<file path="src/design/noc_pkg.sv">
package noc_pkg;

	// link and device widths
	localparam int byte_w = 8;
	localparam int word_w = 64;
	localparam int bytes_per_word = 8;
	localparam int lane_w = 3;

	// command byte layout, alen in the top bits then dlen then opcode
	localparam int alen_w = 2;
	localparam int dlen_w = 3;
	localparam int op_w = 3;

	// address byte counter, holds 1 to 8
	localparam int acnt_w = 4;
	localparam logic [acnt_w-1:0] acnt_one = acnt_w'(1);

	// data length, holds 1 to 128
	localparam int len_w = 8;
	localparam logic [len_w-1:0] len_one = len_w'(1);

	// firstin marks every 25th pushed word
	localparam int set_words = 25;
	localparam int set_w = 5;
	localparam logic [set_w-1:0] set_last = set_w'(set_words - 1);

	// last lane of a device word
	localparam logic [lane_w-1:0] lane_last = lane_w'(bytes_per_word - 1);

	// response queue
	localparam int fifo_depth = 4;
	localparam int ptr_w = 2;
	localparam int cnt_w = 3;
	localparam logic [cnt_w-1:0] fifo_full = cnt_w'(fifo_depth);

	// write error codes
	localparam int err_w = 2;
	localparam logic [err_w-1:0] err_none = 2'd0;
	localparam logic [err_w-1:0] err_drop = 2'd1;

	// zero bits between error code and opcode in a response command byte
	localparam int resp_pad_w = byte_w - err_w - op_w;

	// 5 to 7 reserved
	typedef enum logic [op_w-1:0] {
		op_nop = 3'd0,
		op_read = 3'd1,
		op_write = 3'd2,
		op_read_resp = 3'd3,
		op_write_resp = 3'd4
	} opcode_t;

	typedef enum logic [2:0] {p_idle, p_dest, p_src, p_addr, p_data} parse_state_t;

	typedef enum logic [2:0] {s_idle, s_cmd, s_dest, s_src, s_len, s_data} send_state_t;

endpackage

</file>
<file path="src/design/noc_intf.sv">
module noc_intf (
	input  logic clk,
	input  logic reset,
	input  logic tod_ctl,
	input  logic [noc_pkg::byte_w-1:0] tod_data,
	input  logic stopin,
	input  logic [noc_pkg::word_w-1:0] dout,
	output logic frm_ctl,
	output logic [noc_pkg::byte_w-1:0] frm_data,
	output logic pushin_q,
	output logic firstin_q,
	output logic [noc_pkg::word_w-1:0] din_q,
	output logic stopout
);
	// parser to packer
	logic [noc_pkg::byte_w-1:0] data_byte;
	logic data_valid;
	logic data_last;
	logic [noc_pkg::byte_w-1:0] pkt_dest;
	logic [noc_pkg::byte_w-1:0] pkt_src;
	logic [noc_pkg::len_w-1:0] pkt_dlen;
	// read entries from the parser
	logic rd_push;
	noc_pkg::opcode_t rd_op;
	logic [noc_pkg::byte_w-1:0] rd_dest;
	logic [noc_pkg::byte_w-1:0] rd_src;
	logic [noc_pkg::len_w-1:0] rd_len;
	// write entries from the packer
	logic wr_push;
	noc_pkg::opcode_t wr_op;
	logic [noc_pkg::byte_w-1:0] wr_dest;
	logic [noc_pkg::byte_w-1:0] wr_src;
	logic [noc_pkg::len_w-1:0] wr_len;
	logic [noc_pkg::err_w-1:0] wr_err;
	// merged fifo input
	logic push_req;
	noc_pkg::opcode_t entry_op;
	logic [noc_pkg::byte_w-1:0] entry_dest;
	logic [noc_pkg::byte_w-1:0] entry_src;
	logic [noc_pkg::len_w-1:0] entry_len;
	logic [noc_pkg::err_w-1:0] entry_err;
	// fifo head to sender
	logic not_empty;
	logic pop;
	noc_pkg::opcode_t head_op;
	logic [noc_pkg::byte_w-1:0] head_dest;
	logic [noc_pkg::byte_w-1:0] head_src;
	logic [noc_pkg::len_w-1:0] head_len;
	logic [noc_pkg::err_w-1:0] head_err;

	// one packet ends per cycle, so the two pushes never overlap
	assign push_req = rd_push | wr_push;
	assign entry_op = wr_push ? wr_op : rd_op;
	assign entry_dest = wr_push ? wr_dest : rd_dest;
	assign entry_src = wr_push ? wr_src : rd_src;
	assign entry_len = wr_push ? wr_len : rd_len;
	// reads carry no error
	assign entry_err = wr_push ? wr_err : noc_pkg::err_none;

	noc_packet_parser parser0 (
		.clk(clk), .reset(reset), .tod_ctl(tod_ctl), .tod_data(tod_data),
		.data_byte(data_byte), .data_valid(data_valid), .data_last(data_last),
		.pkt_dest(pkt_dest), .pkt_src(pkt_src), .pkt_dlen(pkt_dlen),
		.push_req(rd_push), .entry_op(rd_op), .entry_dest(rd_dest),
		.entry_src(rd_src), .entry_len(rd_len)
	);

	noc_word_packer packer0 (
		.clk(clk), .reset(reset), .data_byte(data_byte), .data_valid(data_valid),
		.data_last(data_last), .pkt_dest(pkt_dest), .pkt_src(pkt_src),
		.pkt_dlen(pkt_dlen), .stopin(stopin), .pushin_q(pushin_q),
		.firstin_q(firstin_q), .din_q(din_q), .push_req(wr_push), .entry_op(wr_op),
		.entry_dest(wr_dest), .entry_src(wr_src), .entry_len(wr_len),
		.entry_err(wr_err)
	);

	noc_resp_fifo fifo0 (
		.clk(clk), .reset(reset), .push_req(push_req), .entry_op(entry_op),
		.entry_dest(entry_dest), .entry_src(entry_src), .entry_len(entry_len),
		.entry_err(entry_err), .pop(pop), .not_empty(not_empty), .head_op(head_op),
		.head_dest(head_dest), .head_src(head_src), .head_len(head_len),
		.head_err(head_err)
	);

	noc_resp_sender sender0 (
		.clk(clk), .reset(reset), .not_empty(not_empty), .head_op(head_op),
		.head_dest(head_dest), .head_src(head_src), .head_len(head_len),
		.head_err(head_err), .dout(dout), .pop(pop), .stopout(stopout),
		.frm_ctl(frm_ctl), .frm_data(frm_data)
	);

endmodule

</file>
<file path="src/design/noc_packet_parser.sv">
module noc_packet_parser (
	input  logic clk,
	input  logic reset,
	input  logic tod_ctl,
	input  logic [noc_pkg::byte_w-1:0] tod_data,
	output logic [noc_pkg::byte_w-1:0] data_byte,
	output logic data_valid,
	output logic data_last,
	output logic [noc_pkg::byte_w-1:0] pkt_dest,
	output logic [noc_pkg::byte_w-1:0] pkt_src,
	output logic [noc_pkg::len_w-1:0] pkt_dlen,
	output logic push_req,
	output noc_pkg::opcode_t entry_op,
	output logic [noc_pkg::byte_w-1:0] entry_dest,
	output logic [noc_pkg::byte_w-1:0] entry_src,
	output logic [noc_pkg::len_w-1:0] entry_len
);
	// command byte fields
	logic [noc_pkg::alen_w-1:0] cmd_alen;
	logic [noc_pkg::dlen_w-1:0] cmd_dlen;
	logic [noc_pkg::op_w-1:0] cmd_op;
	logic cmd_known;
	noc_pkg::parse_state_t state;
	// write packet, else read
	logic pkt_write;
	// bytes still to come in the current field
	logic [noc_pkg::acnt_w-1:0] addr_left;
	logic [noc_pkg::len_w-1:0] data_left;

	assign {cmd_alen, cmd_dlen, cmd_op} = tod_data;
	// only read and write requests start a walk
	assign cmd_known = (cmd_op == noc_pkg::op_read) || (cmd_op == noc_pkg::op_write);

	// read entry fields, error code is added at the top
	assign entry_op = noc_pkg::op_read_resp;
	assign entry_dest = pkt_dest;
	assign entry_src = pkt_src;
	assign entry_len = pkt_dlen;

	always_ff @(posedge clk or posedge reset) begin
		if (reset) begin
			state <= noc_pkg::p_idle;
			pkt_write <= 1'b0;
			addr_left <= '0;
			data_left <= '0;
			data_valid <= 1'b0;
			data_last <= 1'b0;
			push_req <= 1'b0;
		end else begin
			data_valid <= 1'b0;
			data_last <= 1'b0;
			push_req <= 1'b0;
			if (tod_ctl) begin
				// a command byte restarts the walk
				if (cmd_known) begin
					state <= noc_pkg::p_dest;
					pkt_write <= (cmd_op == noc_pkg::op_write);
					addr_left <= noc_pkg::acnt_one << cmd_alen;
				end else begin
					state <= noc_pkg::p_idle;
				end
			end else begin
				case (state)
				noc_pkg::p_dest: begin
					state <= noc_pkg::p_src;
				end
				noc_pkg::p_src: begin
					state <= noc_pkg::p_addr;
				end
				noc_pkg::p_addr: begin
					// address bytes are skipped, only counted
					addr_left <= addr_left - 1'b1;
					if (addr_left == noc_pkg::acnt_one) begin
						if (pkt_write) begin
							data_left <= pkt_dlen;
							state <= noc_pkg::p_data;
						end else begin
							// read ends on its last address byte
							push_req <= 1'b1;
							state <= noc_pkg::p_idle;
						end
					end
				end
				noc_pkg::p_data: begin
					data_valid <= 1'b1;
					data_left <= data_left - 1'b1;
					if (data_left == noc_pkg::len_one) begin
						data_last <= 1'b1;
						state <= noc_pkg::p_idle;
					end
				end
				default: begin
					state <= noc_pkg::p_idle;
				end
				endcase
			end
		end
	end

	// packet fields held until the next packet overwrites them
	always_ff @(posedge clk) begin
		if (tod_ctl && cmd_known)
			pkt_dlen <= noc_pkg::len_one << cmd_dlen;
		if (!tod_ctl && (state == noc_pkg::p_dest))
			pkt_dest <= tod_data;
		if (!tod_ctl && (state == noc_pkg::p_src))
			pkt_src <= tod_data;
		// qualified by data_valid
		data_byte <= tod_data;
	end

endmodule

</file>
<file path="src/design/noc_resp_fifo.sv">
module noc_resp_fifo (
	input  logic clk,
	input  logic reset,
	input  logic push_req,
	input  noc_pkg::opcode_t entry_op,
	input  logic [noc_pkg::byte_w-1:0] entry_dest,
	input  logic [noc_pkg::byte_w-1:0] entry_src,
	input  logic [noc_pkg::len_w-1:0] entry_len,
	input  logic [noc_pkg::err_w-1:0] entry_err,
	input  logic pop,
	output logic not_empty,
	output noc_pkg::opcode_t head_op,
	output logic [noc_pkg::byte_w-1:0] head_dest,
	output logic [noc_pkg::byte_w-1:0] head_src,
	output logic [noc_pkg::len_w-1:0] head_len,
	output logic [noc_pkg::err_w-1:0] head_err
);
	// one array per entry field
	noc_pkg::opcode_t mem_op [noc_pkg::fifo_depth];
	logic [noc_pkg::byte_w-1:0] mem_dest [noc_pkg::fifo_depth];
	logic [noc_pkg::byte_w-1:0] mem_src [noc_pkg::fifo_depth];
	logic [noc_pkg::len_w-1:0] mem_len [noc_pkg::fifo_depth];
	logic [noc_pkg::err_w-1:0] mem_err [noc_pkg::fifo_depth];
	logic [noc_pkg::ptr_w-1:0] wr_ptr;
	logic [noc_pkg::ptr_w-1:0] rd_ptr;
	logic [noc_pkg::cnt_w-1:0] count;
	logic do_push;
	logic do_pop;

	assign not_empty = (count != '0);
	// full queue drops the new entry
	assign do_push = push_req && (count != noc_pkg::fifo_full);
	assign do_pop = pop && not_empty;

	always_ff @(posedge clk or posedge reset) begin
		if (reset) begin
			wr_ptr <= '0;
			rd_ptr <= '0;
			count <= '0;
		end else begin
			// pointers wrap, depth is a power of two
			if (do_push)
				wr_ptr <= wr_ptr + 1'b1;
			if (do_pop)
				rd_ptr <= rd_ptr + 1'b1;
			if (do_push && !do_pop)
				count <= count + 1'b1;
			else if (!do_push && do_pop)
				count <= count - 1'b1;
		end
	end

	always_ff @(posedge clk) begin
		if (do_push) begin
			mem_op[wr_ptr] <= entry_op;
			mem_dest[wr_ptr] <= entry_dest;
			mem_src[wr_ptr] <= entry_src;
			mem_len[wr_ptr] <= entry_len;
			mem_err[wr_ptr] <= entry_err;
		end
	end

	// oldest entry
	assign head_op = mem_op[rd_ptr];
	assign head_dest = mem_dest[rd_ptr];
	assign head_src = mem_src[rd_ptr];
	assign head_len = mem_len[rd_ptr];
	assign head_err = mem_err[rd_ptr];

endmodule

</file>
<file path="src/design/noc_resp_sender.sv">
module noc_resp_sender (
	input  logic clk,
	input  logic reset,
	input  logic not_empty,
	input  noc_pkg::opcode_t head_op,
	input  logic [noc_pkg::byte_w-1:0] head_dest,
	input  logic [noc_pkg::byte_w-1:0] head_src,
	input  logic [noc_pkg::len_w-1:0] head_len,
	input  logic [noc_pkg::err_w-1:0] head_err,
	input  logic [noc_pkg::word_w-1:0] dout,
	output logic pop,
	output logic stopout,
	output logic frm_ctl,
	output logic [noc_pkg::byte_w-1:0] frm_data
);
	// state names the byte currently on frm_data
	noc_pkg::send_state_t state;
	// popped entry
	noc_pkg::opcode_t r_op;
	logic [noc_pkg::byte_w-1:0] r_dest;
	logic [noc_pkg::byte_w-1:0] r_src;
	logic [noc_pkg::len_w-1:0] r_len;
	// device word being shifted out
	logic [noc_pkg::word_w-1:0] data_buf;
	// lane of the next data byte
	logic [noc_pkg::lane_w-1:0] lane;
	// data bytes still to send
	logic [noc_pkg::len_w-1:0] remain;
	logic is_read;
	logic load_word;
	logic [noc_pkg::byte_w-1:0] next_byte;

	// start the next response from idle only
	assign pop = (state == noc_pkg::s_idle) && not_empty;
	assign is_read = (r_op == noc_pkg::op_read_resp);

	// fetch a word the cycle before its first byte goes out
	// during the length byte and during lane 7 of each word
	assign load_word = ((state == noc_pkg::s_len) && is_read) ||
		((state == noc_pkg::s_data) && (lane == '0) && (remain != '0));
	assign stopout = !load_word;

	// lane 0 comes straight from dout, the rest from the buffer
	assign next_byte = (lane == '0) ? dout[noc_pkg::byte_w-1:0] :
		data_buf[{lane, 3'b000} +: noc_pkg::byte_w];

	always_ff @(posedge clk or posedge reset) begin
		if (reset) begin
			state <= noc_pkg::s_idle;
			lane <= '0;
			remain <= '0;
			frm_ctl <= 1'b1;
			frm_data <= '0;
		end else begin
			case (state)
			noc_pkg::s_idle: begin
				frm_ctl <= 1'b1;
				if (not_empty) begin
					// error code, zero pad, opcode
					frm_data <= {head_err, {noc_pkg::resp_pad_w{1'b0}}, head_op};
					state <= noc_pkg::s_cmd;
				end else begin
					// nop
					frm_data <= '0;
				end
			end
			noc_pkg::s_cmd: begin
				// ids swap, request source is the destination
				frm_ctl <= 1'b0;
				frm_data <= r_src;
				state <= noc_pkg::s_dest;
			end
			noc_pkg::s_dest: begin
				frm_data <= r_dest;
				state <= noc_pkg::s_src;
			end
			noc_pkg::s_src: begin
				frm_data <= r_len;
				lane <= '0;
				state <= noc_pkg::s_len;
			end
			noc_pkg::s_len: begin
				if (is_read) begin
					frm_data <= next_byte;
					lane <= lane + 1'b1;
					remain <= r_len - 1'b1;
					state <= noc_pkg::s_data;
				end else begin
					// write response ends with its length
					frm_ctl <= 1'b1;
					frm_data <= '0;
					state <= noc_pkg::s_idle;
				end
			end
			noc_pkg::s_data: begin
				if (remain == '0) begin
					frm_ctl <= 1'b1;
					frm_data <= '0;
					state <= noc_pkg::s_idle;
				end else begin
					frm_data <= next_byte;
					lane <= lane + 1'b1;
					remain <= remain - 1'b1;
				end
			end
			default: begin
				state <= noc_pkg::s_idle;
			end
			endcase
		end
	end

	always_ff @(posedge clk) begin
		if (pop) begin
			r_op <= head_op;
			r_dest <= head_dest;
			r_src <= head_src;
			r_len <= head_len;
		end
		if (load_word)
			data_buf <= dout;
	end

endmodule

</file>
<file path="src/design/noc_word_packer.sv">
module noc_word_packer (
	input  logic clk,
	input  logic reset,
	input  logic [noc_pkg::byte_w-1:0] data_byte,
	input  logic data_valid,
	input  logic data_last,
	input  logic [noc_pkg::byte_w-1:0] pkt_dest,
	input  logic [noc_pkg::byte_w-1:0] pkt_src,
	input  logic [noc_pkg::len_w-1:0] pkt_dlen,
	input  logic stopin,
	output logic pushin_q,
	output logic firstin_q,
	output logic [noc_pkg::word_w-1:0] din_q,
	output logic push_req,
	output noc_pkg::opcode_t entry_op,
	output logic [noc_pkg::byte_w-1:0] entry_dest,
	output logic [noc_pkg::byte_w-1:0] entry_src,
	output logic [noc_pkg::len_w-1:0] entry_len,
	output logic [noc_pkg::err_w-1:0] entry_err
);
	// lane of the incoming byte
	logic [noc_pkg::lane_w-1:0] lane;
	// position of the next pushed word in its firstin set
	logic [noc_pkg::set_w-1:0] set_cnt;
	// a word of this packet was refused
	logic err_sticky;
	logic word_done;
	logic [noc_pkg::word_w-1:0] word_buf;
	logic [noc_pkg::word_w-1:0] word_next;

	// full word or tail of the packet
	assign word_done = data_valid && ((lane == noc_pkg::lane_last) || data_last);

	always_comb begin
		// lane 0 opens a fresh word, upper lanes of a short tail stay zero
		if (lane == '0) begin
			word_next = {{(noc_pkg::word_w - noc_pkg::byte_w){1'b0}}, data_byte};
		end else begin
			word_next = word_buf;
			word_next[{lane, 3'b000} +: noc_pkg::byte_w] = data_byte;
		end
	end

	always_ff @(posedge clk or posedge reset) begin
		if (reset) begin
			lane <= '0;
			set_cnt <= '0;
			err_sticky <= 1'b0;
			pushin_q <= 1'b0;
			firstin_q <= 1'b0;
		end else begin
			pushin_q <= 1'b0;
			firstin_q <= 1'b0;
			if (data_valid)
				lane <= word_done ? '0 : lane + 1'b1;
			// stopin refuses the word, it is lost and not counted
			if (word_done && !stopin) begin
				pushin_q <= 1'b1;
				firstin_q <= (set_cnt == '0);
				set_cnt <= (set_cnt == noc_pkg::set_last) ? '0 : set_cnt + 1'b1;
			end
			if (data_valid && data_last)
				err_sticky <= 1'b0;
			else if (word_done && stopin)
				err_sticky <= 1'b1;
		end
	end

	always_ff @(posedge clk) begin
		if (data_valid)
			word_buf <= word_next;
		if (word_done)
			din_q <= word_next;
	end

	// write response entry on the last data byte
	assign push_req = data_valid && data_last;
	assign entry_op = noc_pkg::op_write_resp;
	assign entry_dest = pkt_dest;
	assign entry_src = pkt_src;
	assign entry_len = pkt_dlen;
	// tail word refused in this very cycle counts too
	assign entry_err = (err_sticky || stopin) ? noc_pkg::err_drop : noc_pkg::err_none;

endmodule

</file>
<file path="config.mk">
export PLATFORM = sky130hd
export DESIGN_NAME = noc_intf
export DESIGN_NICKNAME = d
export VERILOG_FILES = /design/src/design/noc_pkg.sv /design/src/design/noc_intf.sv /design/src/design/noc_packet_parser.sv /design/src/design/noc_resp_fifo.sv /design/src/design/noc_resp_sender.sv /design/src/design/noc_word_packer.sv
export SDC_FILE = /design/constraint.sdc
export NUM_CORES = 1
export LEC_CHECK = 0
export ABC_AREA = 1
export BUFFER_PORTS_ARGS = -buffer_cell sky130_fd_sc_hd__buf_2
export CAP_MARGIN = 15
export CORE_MARGIN = 3
export CORE_UTILIZATION = 25
export CTS_CLUSTER_SIZE = 12
export DETAILED_ROUTE_END_ITERATION = 8
export SKIP_LAST_GASP = 1
export SYNTH_ARGS = -nofsm -noshare
export SYNTH_HDL_FRONTEND = slang
export SYNTH_SLANG_ARGS = --single-unit
</file>
<file path="constraint.sdc">
create_clock -name clk -period 5 [get_ports clk]
set_input_delay 0.5 -clock clk [delete_from_list [all_inputs] [get_ports clk]]
set_output_delay 0.5 -clock clk [all_outputs]
set_load 0.1 [all_outputs]
</file>
---- After elaboration in Yosys (flattened, before gate mapping) ----
Memory sizes are Yosys's and may differ from the RTL's. A register that Yosys moved wholly into a read port is not among the register bits.
Index checks and enable logic that the tools add are counted.
word-level totals
  register bits ........................... 287
  memories ................................ 5
  memory bits (writable) .................. 116
  word-level logic and storage cells ...... 180
  output and inout bits ................... 76
memory list
  memory          words  width  read ports  clocked after Yosys merged registers in  wr ports  RTL line             source
  fifo0.mem_dest  4      8      1           1                                        1         noc_resp_fifo.sv:20  logic [noc_pkg::byte_w-1:0] mem_dest [noc_pkg::fifo_depth];
  fifo0.mem_len   4      8      1           1                                        1         noc_resp_fifo.sv:22  logic [noc_pkg::len_w-1:0] mem_len [noc_pkg::fifo_depth];
  fifo0.mem_src   4      8      1           1                                        1         noc_resp_fifo.sv:21  logic [noc_pkg::byte_w-1:0] mem_src [noc_pkg::fifo_depth];
  fifo0.mem_op    4      3      1           0                                        1         noc_resp_fifo.sv:19  noc_pkg::opcode_t mem_op [noc_pkg::fifo_depth];
  fifo0.mem_err   4      2      1           0                                        1         noc_resp_fifo.sv:23  logic [noc_pkg::err_w-1:0] mem_err [noc_pkg::fifo_depth];
cells by class
  reductions and logical operators ........ 47
  $add $sub $neg .......................... 12
  eq/ne operators ......................... 27
  mux-type cells .......................... 54
  bitwise gates (word level) .............. 2
  shift-type cells ........................ 5
operators by type and width
  operator                                               count
  bitwise mux 64 bit                                     1
  two-way mux 64 bit                                     1
  two-way mux 8 bit                                      8
  variable shift 8 x 8 -> 64 bit (first input constant)  1
  variable part select 64 x 7 -> 8 bit                   1
  variable part select 8 x 8 -> 64 bit                   1
  case mux 8 bit (6 select lines)                        1
  two-way mux 3 bit                                      13
  case mux 8 bit (2 select lines)                        2
  subtractor 8 x 1 -> 8 bit (second input constant)      3
  two-way mux 1 bit                                      19
  equality test 3 x 2 -> 1 bit (second input constant)   6
  case mux 3 bit (6 select lines)                        1
  logical AND 1 bit                                      15
  equality test 3 bit (second input constant)            4
  two-way mux 4 bit                                      3
  case mux 3 bit (4 select lines)                        1
  nonzero test 2 bit                                     5
  adder 3 x 1 -> 3 bit (second input constant)           3
  equality test 3 x 1 -> 1 bit (second input constant)   3
  logical NOT 3 bit                                      3
  case mux 3 bit (3 select lines)                        1
  AND reduction 3 bit                                    3
  equality test 8 x 1 -> 1 bit (second input constant)   1
  28 further kinds                                       47

---- Logic depth before layout (Yosys ltp) ----
  word-level depth ........................ 7
  depth in mapped cells ................... 13
  mapped depth without buffers ............ 11

---- Hierarchy ----
Synthesis repeated with hierarchy kept, for this count alone.
unflattened totals
  cell total of the unflattened synthesis .. 1821
  area, all modules ....................... 19237.2 µm²
modules (own cells, without submodules)
  module             cells an instance  area an instance (µm²)  instances
  noc_word_packer    596                6313.6                  1
  noc_resp_fifo      398                5175.0                  1
  noc_resp_sender    492                5041.1                  1
  noc_packet_parser  243                2348.5                  1
  noc_intf           92                 359.1                   1

---- Worst setup path after synthesis ----
No wires, ideal clock.
  path kind ............................... flip-flop to flip-flop
  from .................................... reg sender0.lane[1] (netlist name)
  to ...................................... reg sender0.data_buf[0] (netlist name) (enable)
  arrival time ............................ 4.352 ns
  cell stages (with the launch flop) ...... 9
  path slack .............................. 0.061 ns
  setup time .............................. 0.587 ns
  clock period less this slack ............ 4.939 ns
  cell sequence ........................... dfrtp_1 > buf_2 > clkinv_1 > buf_2 > ha_1 > nand2_1 > clkinv_1 > a21oi_1 > inv_1
between the ends
  cells in the longest elaborated chain, start to end .. 4
ends and longest elaborated chain
  element                         RTL line                source
  start: declaration              noc_resp_sender.sv:26   logic [noc_pkg::lane_w-1:0] lane;
  start signal: assignment        noc_resp_sender.sv:85   lane <= lane + 1'b1;
  start signal: assignment        noc_resp_sender.sv:102  lane <= lane + 1'b1;
  logical NOT 3 bit               noc_resp_sender.sv:40   ((state == noc_pkg::s_data) && (lane == '0) && (remain != '0));
  logical AND 1 bit (2 in a row)  noc_resp_sender.sv:40
  logical OR 1 bit                noc_resp_sender.sv:39   assign load_word = ((state == noc_pkg::s_len) && is_read) ||
  end signal: assignment          noc_resp_sender.sv:121  data_buf <= dout;
  end: declaration                noc_resp_sender.sv:24   logic [noc_pkg::word_w-1:0] data_buf;
Every way passes these cells.
A chain may end at the register's enable or synchronous reset.

---- Worst setup path after layout ----
  from .................................... reg sender0.lane[1] (netlist name)
  to ...................................... out stopout
between the ends
  cells in the longest elaborated chain, start to end .. 5
ends and longest elaborated chain
  element                         RTL line               source
  logical NOT 3 bit               noc_resp_sender.sv:40
  logical AND 1 bit (2 in a row)  noc_resp_sender.sv:40
  logical OR 1 bit                noc_resp_sender.sv:39
  logical NOT 1 bit               noc_resp_sender.sv:41  assign stopout = !load_word;
  end: declaration                noc_intf.sv:13         output logic stopout
Every way passes these cells.

==> summary.md <==
| Metric | Value |
|---|---|
| Slew HR | `between 20% and 30%` |
| Worst Hold Path EP | `sender0.data_buf[42]` |
| Crit-path slowest cell | `dfrtp_1` |
| Setup TNS | `0 ns` |
| Async SR Flop Fraction | `14.4%` |
| Lkg Pwr | `approximately 7.6 nW` |
| Tot GR Track Use | `10.8%` |
| Crit Path Max Fanout | `18` |
| Required time of the critical path | `approximately 4.5 ns` |
| Final instance area | `between 20000 and 25000 um^2` |
| Die height | `~270 um` |
| Adder-cell area share of the yosys netlist | `1.67%` |
| Combinational family with the most area after synthesis | `simple AND/OR/NAND/NOR gates` |
| Sequential share of the synthesized area | `71.8%` |
| FF-to-FF Start | `sender0.lane[1]` |
| DRC Markers | `0` |
| H-tree depth | `2` |
| Synth area leader | `edfxtp_1` |
| Mean post-synth cell area | `~12 um^2` |
| Proportion of layout cells with a drive suffix above 1 | `between 15 and 20%` |
| Hold path depth | `1` |
| Crit path cell chain | `clkinv_1 -> ha_1 -> nand2_1 -> clkinv_1 -> a21oi_1 -> buf_2` |
| I/O pins | `~150` |
| Initial DRC Count | `909` |
| Worst-skew pair later-pin latency | `about 0.57 ns` |
| Critical path buffers and inverters | `3` |
| Clock period minus worst slack | `4.08 ns` |
| Worst Hold Launch | `dout[42]` |
| Sink Count | `~420` |
| Largest net degree at the start of global routing | `72` |
| Synth Register Bits | `418` |
| Area of the core | `66500 um^2` |
| Clk pin slew, worst setup/hold paths | `roughly 0.060 ns` |
| First-pass GRT wire length | `~60 mm` |
| FF-to-FF End | `sender0.data_buf[28]` |
| Post-CTS sizing | `0` |
| Yosys warning count | `0` |
| Gp weighted congestion | `0.836` |
| Final hold violation count | `0` |
| Initial Utilization | `25.5%` |
| Final period util | `81.5%` |
| Worst r2r path cells | `7` |
| Bufs on Longest Clock Path | `3` |
| Synthesized area | `around 17000 um^2` |
| WL per Instance | `15.9 um` |
| # setup viols final | `0` |
| Die width | `around 270 um` |
| Final #Nets | `1680` |
| CP most frequent cell | `clkinv_1` |
| RSZ-0062 raised after global routing | `no` |
| Port bufs | `between 150 and 200` |
| Critical Path AT | `about 3.6 ns` |
| CTS buffer count | `44` |
| FMAX | `~250 MHz` |
| Post-synth EDFFs | `350` |
| Vias in the first global route | `10700` |
| Root buffer cell | `clkbuf_16` |
| Critical path launch point type | `flip-flop` |
| DIE AREA | `~71000 um^2` |
| CTS tree | `done` |
| Compound-Gate Fraction of Synth Area | `between 7 and 8%` |
| Worst-Margin Slew | `around 1.1 ns` |
| Synth Flop Type | `edfxtp_1` |
| Max cap viols | `0` |
| Synth Area in Simple Gates | `between 10% and 20%` |
| Hold Path Class | `in2reg` |
| Crit Path Class | `reg2out` |
| Post-DRT Antenna Nets | `0` |
| Worst setup EP type | `output pin` |
| Share of the synthesized area in the top cell type | `between 60 and 70%` |
| Layout Area Growth over Synthesis | `18.4%` |
| Status | `finished clean` |
| Ranking of synthesized cells by area | `edfxtp_1, dfrtp_1, nor2_1, o21ai_0, nand2_1` |
| Commonest cells post-synth | `edfxtp_1, nor2_1, nand2_1` |
| Final WL | `approximately 39 mm` |
| Worst path max stage delay | `around 0.76 ns` |
| Via Count | `roughly 11000` |
| Register-to-register setup slack | `1.45 ns` |
| Distinct cell type count after synthesis | `42` |
| Post-CTS Setup Repair Bufs | `0` |
| DR pass1 iterations | `8` |
| Synth Area in XOR/XNOR | `less than 1%` |
| Final HPWL DP | `roughly 26 mm` |
| Post-Syn Nets | `around 1500` |
| DP Area | `roughly 19000 um^2` |
| Antenna violations before repair | `3` |
| Cell family with most CP delay | `buffers and inverters` |
| # fillers | `6705` |
| Post-synthesis mux area share | `less than 1%` |
| Final slew viol count | `0` |
| Vias/cell | `4.42` |
| Power per cell area | `between 400 and 500 nW/um^2` |
| Ant diodes | `0` |
| Skew final | `around 0.045 ns` |
| Mapped Cells | `approximately 1400` |
| Grt ovf | `0` |
| Hold_buf cts | `1` |
| Peak supply drop | `0.000253 V` |
| Most common cell in the synthesized netlist | `edfxtp_1` |
| # rows | `94` |
where the power goes:
part | leakage, nW | internal, W | switching [W]
logic | 2.89 | 0.000564 | 0.00157
clock network | 0.680 | 0.00185 | 0.00132
registers | 3.99 | 0.00423 | 0.000205
total | 7.56 | 0.00664 | 0.00310
worst reg2reg max path, cell delays in order, from the launching register on:
cell and delay [ns]:
dfrtp_1 0.76, clkinv_1 0.68, ha_1 0.43, nand2_1 0.08, clkinv_1 0.22, a21oi_1 0.35
inv_2 0.29, buf_4 0.39
worst max path at each step:
| stage | start | end | slack (ns) | depth (start not counted) |
|---|---|---|---|---|
| final | sender0.lane[1] | stopout | 0.92 | 6 |
| after global routing | sender0.lane[1] | stopout | 0.69 | 6 |
| after CTS | sender0.lane[1] | stopout | 0.87 | 6 |
| after detailed placement | sender0.lane[1] | sender0.data_buf[12] | 1.47 | 7 |
| after global placement | sender0.lane[1] | stopout | 1.51 | 6 |
| after floorplan | sender0.lane[1] | sender0.data_buf[0] | 0.06 | 8 |
area by class of cell:
cell class	instances	area [um^2]	area share, %
Timing Repair Buffer	161	833	4.15
Multi-Input combinational cell	837	4120	20.5
Inverter	120	450	2.24
Clock inverter	11	141	0.705
Clock buffer	70	1270	6.32
Sequential cell	418	12200	60.7
Tap cell	864	1080	5.39
state kept, by name, indices dropped and copies added (netlist names), 32 cells and up:
| signal | cells |
|---|---|
| packer0.word_buf | 64 |
| fifo0.mem_len | 32 |
| fifo0.mem_src | 32 |
| sender0.data_buf | 64 |
| packer0.din_q | 64 |
| fifo0.mem_dest | 32 |
per-layer routing:
layer | share of wire [%] | GRT usage [%] | up-vias
li1 | - | - | 5291
met1 | 46 | 15.0 | 5286
met2 | 45 | 16.7 | 324
met3 | 7.2 | 2.79 | 58
met4 | 1.7 | 2.82 | 6
met5 | 0.10 | 0 | -
placed cells by master (no fill, tap or decap), types with 5 or more instances in the layout:
master	instances
a21oi_1	17
nand4_1	14
mux2_2	6
nand3_1	111
edfxtp_1	350
nor3_1	14
ha_1	21
o22ai_1	30
dfrtp_1	58
clkbuf_8	7
or2_2	5
inv_2	16
dfxtp_1	8
buf_2	151
buf_4	9
clkbuf_16	44
o21ai_0	152
xor2_1	6
clkinv_1	6
nand2_1	184
nor2_1	238
clkbuf_1	19
inv_1	100
cell families after synthesis:
| group | Yosys count |
|---|---|
| buf+inv | 169 |
| flops | 418 |
| simple gates | 579 |
| fa+ha+maj | 22 |
| mux | 8 |
| compound gates | 219 |
| xor+xnor | 9 |
metrics by stage:
step           power, W  setup slack [ns]  hold WS (ns)  util (%)  std cells
2_1_floorplan   0.00604            0.0605         0.433         -       1424
3_3_place_gp    0.00659              1.51         0.406      28.1       2399
3_5_place_dp    0.00665              1.47         0.405      28.1       2399
4_1_cts         0.00985             0.871        0.0883      30.2       2481
5_1_grt          0.0103             0.686        0.0939      30.2       2481
6_report        0.00974             0.923         0.119      30.2       2481
Note: power is estimated with default switching activity, not from simulation.
